<file path="src/source/rl_trace_consts.svh">
`ifndef RL_TRACE_CONSTS_SVH
`define RL_TRACE_CONSTS_SVH

// architectural registers per register file
`define RL_REG_ELS 32
`define RL_REG_ID_W 5

// global mesh coordinates
`define RL_X_W 7
`define RL_Y_W 6

// cycle counter, latency and latency sum width
`define RL_CTR_W 32

// request count kept per load type
`define RL_CNT_W 16

// int, float and icache
`define RL_TYPE_NUM 3

// one network data word
`define RL_DATA_W 32

`endif

</file>
<file path="src/source/rl_trace_pkg.sv">
`include "rl_trace_consts.svh"

package rl_trace_pkg;

  // request opcode seen on the outgoing link
  typedef enum logic [1:0] {
    e_rl_remote_load  = 2'd0,
    e_rl_remote_store = 2'd1,
    e_rl_atomic       = 2'd2
  } rl_op_e;

  typedef struct packed {
    logic float_wb;
    logic icache_fetch;
  } rl_load_info_s;

  typedef struct packed {
    logic [`RL_DATA_W-3:0] pad;
    rl_load_info_s         info;
  } rl_load_word_s;

  // stores carry data here, loads carry their attribute flags
  typedef union packed {
    logic [`RL_DATA_W-1:0] store_data;
    rl_load_word_s         load;
  } rl_payload_u;

  typedef struct packed {
    rl_op_e                 op;
    logic [`RL_REG_ID_W-1:0] reg_id;
    logic [`RL_X_W-1:0]     dest_x;
    logic [`RL_Y_W-1:0]     dest_y;
    rl_payload_u            payload;
  } rl_out_packet_s;

  typedef enum logic [1:0] {
    e_rl_return_int_wb   = 2'd0,
    e_rl_return_float_wb = 2'd1,
    e_rl_return_ifetch   = 2'd2,
    e_rl_return_credit   = 2'd3
  } rl_return_type_e;

  typedef enum logic [1:0] {
    e_rl_type_int    = 2'd0,
    e_rl_type_float  = 2'd1,
    e_rl_type_icache = 2'd2
  } rl_load_type_e;

  // state of one outstanding load
  typedef struct packed {
    logic [`RL_CTR_W-1:0] start_cycle;
    logic [`RL_X_W-1:0]   dest_x;
    logic [`RL_Y_W-1:0]   dest_y;
  } rl_status_s;

  typedef struct packed {
    logic [`RL_CTR_W-1:0] start_cycle;
    logic [`RL_CTR_W-1:0] end_cycle;
    logic [`RL_X_W-1:0]   src_x;
    logic [`RL_Y_W-1:0]   src_y;
    logic [`RL_X_W-1:0]   dest_x;
    logic [`RL_Y_W-1:0]   dest_y;
    rl_load_type_e        load_type;
    logic [`RL_CTR_W-1:0] latency;
  } rl_trace_record_s;

  typedef struct packed {
    logic [`RL_CNT_W-1:0] count;
    logic [`RL_CTR_W-1:0] lat_sum;
    logic [`RL_CTR_W-1:0] lat_max;
  } rl_lat_stats_s;

endpackage

</file>
<file path="src/source/rl_latency_stats.sv">
`timescale 1ns/1ps
`include "rl_trace_consts.svh"

module rl_latency_stats (
  input  logic                                          clk_i,
  input  logic                                          reset_i,
  input  logic                                          record_v_i,
  input  rl_trace_pkg::rl_trace_record_s                record_i,
  output rl_trace_pkg::rl_lat_stats_s [`RL_TYPE_NUM-1:0] stats_o
);

  rl_trace_pkg::rl_lat_stats_s [`RL_TYPE_NUM-1:0] stats_r;
  rl_trace_pkg::rl_lat_stats_s                    cur_stats;
  rl_trace_pkg::rl_lat_stats_s                    next_stats;

  logic [`RL_CTR_W:0] sum_ext;

  // entry belonging to the incoming record
  always_comb begin
    cur_stats = '0;
    for (int t = 0; t < `RL_TYPE_NUM; t++) begin
      if (record_i.load_type == 2'(t)) begin
        cur_stats = stats_r[t];
      end
    end
  end

  assign sum_ext = {1'b0, cur_stats.lat_sum} + {1'b0, record_i.latency};

  always_comb begin
    next_stats = cur_stats;
    // count and sum hold at all ones
    if (cur_stats.count != '1) begin
      next_stats.count = cur_stats.count + 1'b1;
    end
    next_stats.lat_sum = sum_ext[`RL_CTR_W] ? '1 : sum_ext[`RL_CTR_W-1:0];
    if (record_i.latency > cur_stats.lat_max) begin
      next_stats.lat_max = record_i.latency;
    end
  end

  always_ff @(posedge clk_i) begin
    if (reset_i) begin
      stats_r <= '0;
    end else if (record_v_i) begin
      for (int t = 0; t < `RL_TYPE_NUM; t++) begin
        if (record_i.load_type == 2'(t)) begin
          stats_r[t] <= next_stats;
        end
      end
    end
  end

  assign stats_o = stats_r;

  // the max seen one cycle later must cover the record that was just folded in
  a_max_covers_latency: assert property (
    @(posedge clk_i) disable iff (reset_i)
    record_v_i |=>
      (stats_o[$past(record_i.load_type)].lat_max >= $past(record_i.latency))
  ) else $error("latency max below a recorded latency");

endmodule

</file>
<file path="config.mk">
export PLATFORM = sky130hd
export DESIGN_NAME = rl_latency_stats
export DESIGN_NICKNAME = d
export VERILOG_FILES = /design/src/source/rl_trace_pkg.sv /design/src/source/rl_latency_stats.sv
export VERILOG_INCLUDE_DIRS = /design/src /design/src/source
export SDC_FILE = /design/constraint.sdc
export NUM_CORES = 1
export LEC_CHECK = 0
export BUFFER_PORTS_ARGS = -buffer_cell sky130_fd_sc_hd__clkbuf_2
export CAP_MARGIN = 20
export CORE_AREA = 2 2 199 201
export CTS_CLUSTER_SIZE = 16
export DETAILED_ROUTE_END_ITERATION = 6
export DIE_AREA = 0 0 201 203
export HOLD_SLACK_MARGIN = 0.15
export REMOVE_ABC_BUFFERS = 1
export SLEW_MARGIN = 15
export SYNTH_ARGS = -nofsm -noshare
export SYNTH_HDL_FRONTEND = slang
export SYNTH_SLANG_ARGS = --single-unit
export TNS_END_PERCENT = 10
</file>
<file path="constraint.sdc">
create_clock -name clk_i -period 9.11 [get_ports clk_i]
set_clock_uncertainty 0.15 [all_clocks]
set_input_delay 0.911 -clock clk_i [delete_from_list [all_inputs] [get_ports clk_i]]
set_output_delay 0.911 -clock clk_i [all_outputs]
set_load 0.02 [all_outputs]
</file>
# Word level (Yosys, flattened, before mapping)
# Cells that the tools add are included.
[classes]
n_lt_le_gt_ge = 1
eq_ne = 3
n_mux = 6
add_sub_neg = 2
n_reduce_logical = 4
[ops]
columns = ["cell", "count"]
rows = [
  ["$mux W80", 3],
  ["$mux W32", 2],
  ["$add A32 B32 Y33", 1],
  ["$gt A32 B32 Y1", 1],
  ["$add A16 B1 Y16 const B", 1],
  ["$mux W16", 1],
  ["$ne A16 B16 Y1 const B", 1],
  ["$reduce_and A2 Y1", 3],
  ["$eq A2 B1 Y1 const B", 1],
  ["$eq A2 B2 Y1 const B", 1],
  ["$logic_not A2 Y1", 1],
]
[word_totals]
regBits = 240
output_inout_bits = 240
word_cells = 25

# Logic depth before layout (Yosys ltp)
[logic_depth]
depth_word = 6
ltp_mapped = 19

# Worst setup path after synthesis
# Ideal clock, no wire load.
[synth_timing]
path_kind = "in2reg"
start = "input record_i[32] in the netlist's numbering"
end = "register stats_r (netlist bit stats_o[126])"
path_slack_ps = 4693
required_ps = 8874
path_stages = 17
arrival_ps = 4181
path_cell_list = "buf_4 -> buf_2 -> buf_1 -> mux2i_1 -> o21ai_0 -> ha_1 -> inv_1 -> fa_1 -> nand2b_1 -> a21oi_1 -> o22ai_4 -> a211oi_2 -> a21o_1 -> buf_4 -> inv_2 -> o21a_1 -> a211oi_1"
[synth_between]
elab_chain_cells = 6
elab_cells_between_ends = 9
classes_between = "add/sub (1); eq/ne (2); mux (4); reduce/logical (2)"
[synth_rtl]
columns = ["item", "line_no", "rtl"]
rows = [
  ["from (decl)", "rl_latency_stats.sv:8", "input rl_trace_pkg::rl_trace_record_s record_i,"],
  ["$logic_not A2 Y1", "rl_latency_stats.sv:22", "if (record_i.load_type == 2'(t)) begin"],
  ["$mux W80 (3 in a row)", "rl_latency_stats.sv:22", ""],
  ["$add A32 B32 Y33", "rl_latency_stats.sv:28", "assign sum_ext = {1'b0, cur_stats.lat_sum} + {1'b0, record_i.latency};"],
  ["$mux W32", "rl_latency_stats.sv:36", "next_stats.lat_sum = sum_ext[`RL_CTR_W] ? '1 : sum_ext[`RL_CTR_W-1:0];"],
  ["to (signal, indexed assignment)", "rl_latency_stats.sv:48", "stats_r[t] <= next_stats;"],
  ["to (decl)", "rl_latency_stats.sv:12", "rl_trace_pkg::rl_lat_stats_s [`RL_TYPE_NUM-1:0] stats_r;"],
]
# Parallel ways exist; a longest one is shown, timed or not.
# A chain may end at the register's enable or synchronous reset.

# Final worst setup path
[layout_timing]
start = "input record_i[33] in the netlist's numbering"
end = "register stats_r (netlist bit stats_o[221])"
# Same word-level chain as after synthesis.

==> run_results.csv <==
group,metric,value,unit
run_status,outcome,"finished clean",
sta,fmax,186,MHz
global_routing,met3_usage,4.14,%
placed_design,placed_area,16100,um^2
clocking,cts_root_buf,"clkbuf_16",
sta,fin_crit_sh,59.0,%
drt,routedWlPerCell,20.1,um
synthesis,synth_seq_cells,240,
synthesis,syn_avg_cell_area,8.00,um^2
global_routing,grt_max_degree,115,
sta,worst_slew_pin_slew,1070,ps
pwr,vdd_drop_max,0.000125,V
clocking,htreeDepth,1,
critical_path,worstPathCellList,"buf_4 > and2b_4 > buf_4 > nand2_1 > o21ai_0 > ha_1 > a21oi_1 > o211ai_1 > a2bb2oi_1 > o2111ai_2 > a2111oi_0 > nor3_1 > xnor2_1 > a211oi_1",
drt,drt_first_iter_violations,783,
synthesis,synth-edff-count,0,
global_routing,first_global_vias,13979,
drt,via_count,14323,
critical_path,cp-start-kind,"input pin",
drt,finalWirelength,51000,um
clocking,ctsResizeCount,0,
final_layout,fin_nets,2186,
synthesis,ys.flop_type,"dfxtp_1",
final_layout,area_delta_synth_final,17.3,%
critical_path,max_stage_delay,850,ps
synthesis,netlist_instances,1823,
floorplanning,start_util,37.9,%
clocking,cts_tree,"built",
pwr,p_leak,7.52,nW
job,cap_violations,0,
critical_path,r2r_cells,11,
worst_hold_path,holdPathStages,2,
sta,final-setup-viol-count,0,
critical_path,slowest_stage,"and2b_4",
sta,hold_ws,317,ps
pwr,design_power_total,2.76,mW
floorplanning,design.core.area,38500,um^2
global_routing,grtUsageTotal,24.3,%
drt,first_pass_iters,5,
clocking,clk_pin_slew_worst_paths,60,ps
global_routing,grt_pass1_wl,79500,um
final_layout,drive_above_1_share,19.4,%
clocking,post-cts-setup-buffers,0,
final_layout,layout_common_cells,"nor2_1 (302), clkbuf_2 (273), dfxtp_1 (240)",
critical_path,required,9370,ps
floorplanning,die_h,203,um
placed_design,dpl.hpwl,33800,um
synthesis,ys_warn_count,0,
critical_path,worstSetupPathType,"input pin to flop",
pwr,p_per_area,161,nW/um^2
synthesis,async_flop_share,0,%
clocking,cts_hold_buf,0,
sta,period_minus_slack,5380,ps
synthesis,yosysSeqAreaShare,32.9,%
synthesis,synth.distinct_cells,79,
worst_hold_path,hold_path_class,"flop to flop",
global_routing,antenna_found_initial,0,
sta,rsz0062_at_grt,"false",
floorplanning,die_w,201,um
final_layout,final_cell_area,17100,um^2
clocking,cts_buffer_depth,3,
final_layout,antenna_cells,0,
drt,post-route-drc-count,0,
critical_path,endpoint_kind,"flop",
floorplanning,num_io_pins,367,
drt,viasPerCell,5.66,
clocking,cts.sink_count,240,
clocking,cts_buffers,29,
sta,setup_slack,3730,ps
critical_path,worstPathMaxFanout,52,
floorplanning,die_area,40800,um^2
global_routing,met2_usage,40.4,%
sta,final_max_slew_viol_count,0,
drt,detail-route-antenna-nets,0,
critical_path,cp.arrival,5640,ps
placed_design,pre_cts_ws,3140,ps
placed_design,place.port_buffers,276,
sta,slew_headroom,29.0,%
global_routing,grt_util_met1,31.9,%
placed_design,gp_congestion,0.865,
global_routing,grt-ovfl-total,0,
clocking,clkLatencyLatePin,580,ps
synthesis,syn_area,14600,um^2
floorplanning,rows,72,
final_layout,layout_commonest_cell,"nor2_1",
sta,hold_violations,0,
final_layout,largest_reg_flops,240,
critical_path,crit_top_cell,"buf_4",
global_routing,top_usage_layer,"met2",
[synth_stat cells (4+ instances only)]
cell type | n | area share (%)
nand3_1 | 22 | 0.75
nand2_1 | 131 | 3.4
xor2_1 | 11 | 0.66
dfxtp_1 | 240 | 33
nand2b_1 | 40 | 1.7
and3_1 | 6 | 0.26
clkbuf_1 | 112 | 2.9
a211o_1 | 100 | 6.0
nor3_1 | 131 | 4.5
o2bb2ai_1 | 5 | 0.30
nor2_1 | 302 | 7.8
nor3b_1 | 98 | 5.0
a211oi_1 | 91 | 4.7
o21ai_0 | 56 | 1.9
xnor2_1 | 18 | 1.1
nand3b_1 | 7 | 0.36
o31ai_1 | 5 | 0.26
mux2i_1 | 83 | 5.7
a31oi_1 | 7 | 0.30
nand4_1 | 16 | 0.69
or2_2 | 4 | 0.17
buf_6 | 4 | 0.31
o21a_1 | 4 | 0.21
o211ai_1 | 6 | 0.31
a21o_1 | 10 | 0.51
a21oi_1 | 111 | 3.8
ha_1 | 65 | 5.6
nor2b_1 | 5 | 0.21
inv_1 | 19 | 0.49
a211oi_2 | 5 | 0.43
o21ai_1 | 4 | 0.14
o2bb2ai_2 | 5 | 0.51
buf_1 | 13 | 0.33
buf_2 | 23 | 0.79
[path summary, 6_finish.rpt]
kind / startpoint / endpoint / slack [ps]
min: stats_o[66]$_SDFFE_PP0P_ / stats_o[66]$_SDFFE_PP0P_ / 320
max reg2reg: stats_o[121]$_SDFFE_PP0P_ / stats_o[221]$_SDFFE_PP0P_ / 5260
max: record_i[33] / stats_o[221]$_SDFFE_PP0P_ / 3730
min reg2reg: stats_o[66]$_SDFFE_PP0P_ / stats_o[66]$_SDFFE_PP0P_ / 320
[routing by layer]
layer | wire length (um) | part of all wire [%] | vias to the layer above
li1 | - | - | 6909
met1 | 22600 | 44 | 6883
met2 | 23500 | 46 | 444
met3 | 3390 | 6.6 | 87
met4 | 1420 | 2.8 | 0
met5 | 0 | 0 | -
[power by group]
part | internal (mW) | switching, mW | leakage (nW)
combinational | 0.155 | 0.333 | 5.10
clock | 0.673 | 0.478 | 0.469
sequential | 1.09 | 0.0308 | 1.95
total | 1.92 | 0.842 | 7.52
[area by class of cell]
cell class              instances  area, um^2
fillers                      3894       21400
multi-input cells            1407        9090
flip-flops and latches        240        4800
repair buffers                295        1560
clock buffers                  41         851
well taps                     518         648
clock inverters                11        86.3
inverters                      20        75.1
[metrics by stage]
stage	TNS [ps]	cells	util [%]
after global routing	0	2532	44.5
after CTS	0	2531	44.4
after floorplan	-182990	1667	-
after detailed placement	0	2479	42.0
final	0	2532	44.5
after global placement	0	2479	42.0
[cells by family after synthesis]
| family | Yosys count | synth area share (%) |
|---|---|---|
| AND/OR/NAND/NOR | 785 | 26.7 |
| AO/OA/AOI/OAI | 441 | 21.9 |
| flip-flops | 240 | 32.9 |
| buffers and inverters | 176 | 5.02 |
| multiplexers | 83 | 5.69 |
| adder cells (fa/ha/maj) | 66 | 5.71 |
| XOR/XNOR | 32 | 2.08 |
[worst max-delay path, delay by kind of cell]
family	cells	cell delay, ps
AOI/OAI and AO/OA	7	2140
buffers and inverters	2	830
adders and majority gates	1	280
xor gates and xnor gates	1	330
and+or+nand+nor	3	1060
Note: power is estimated with default switching activity, not from simulation.
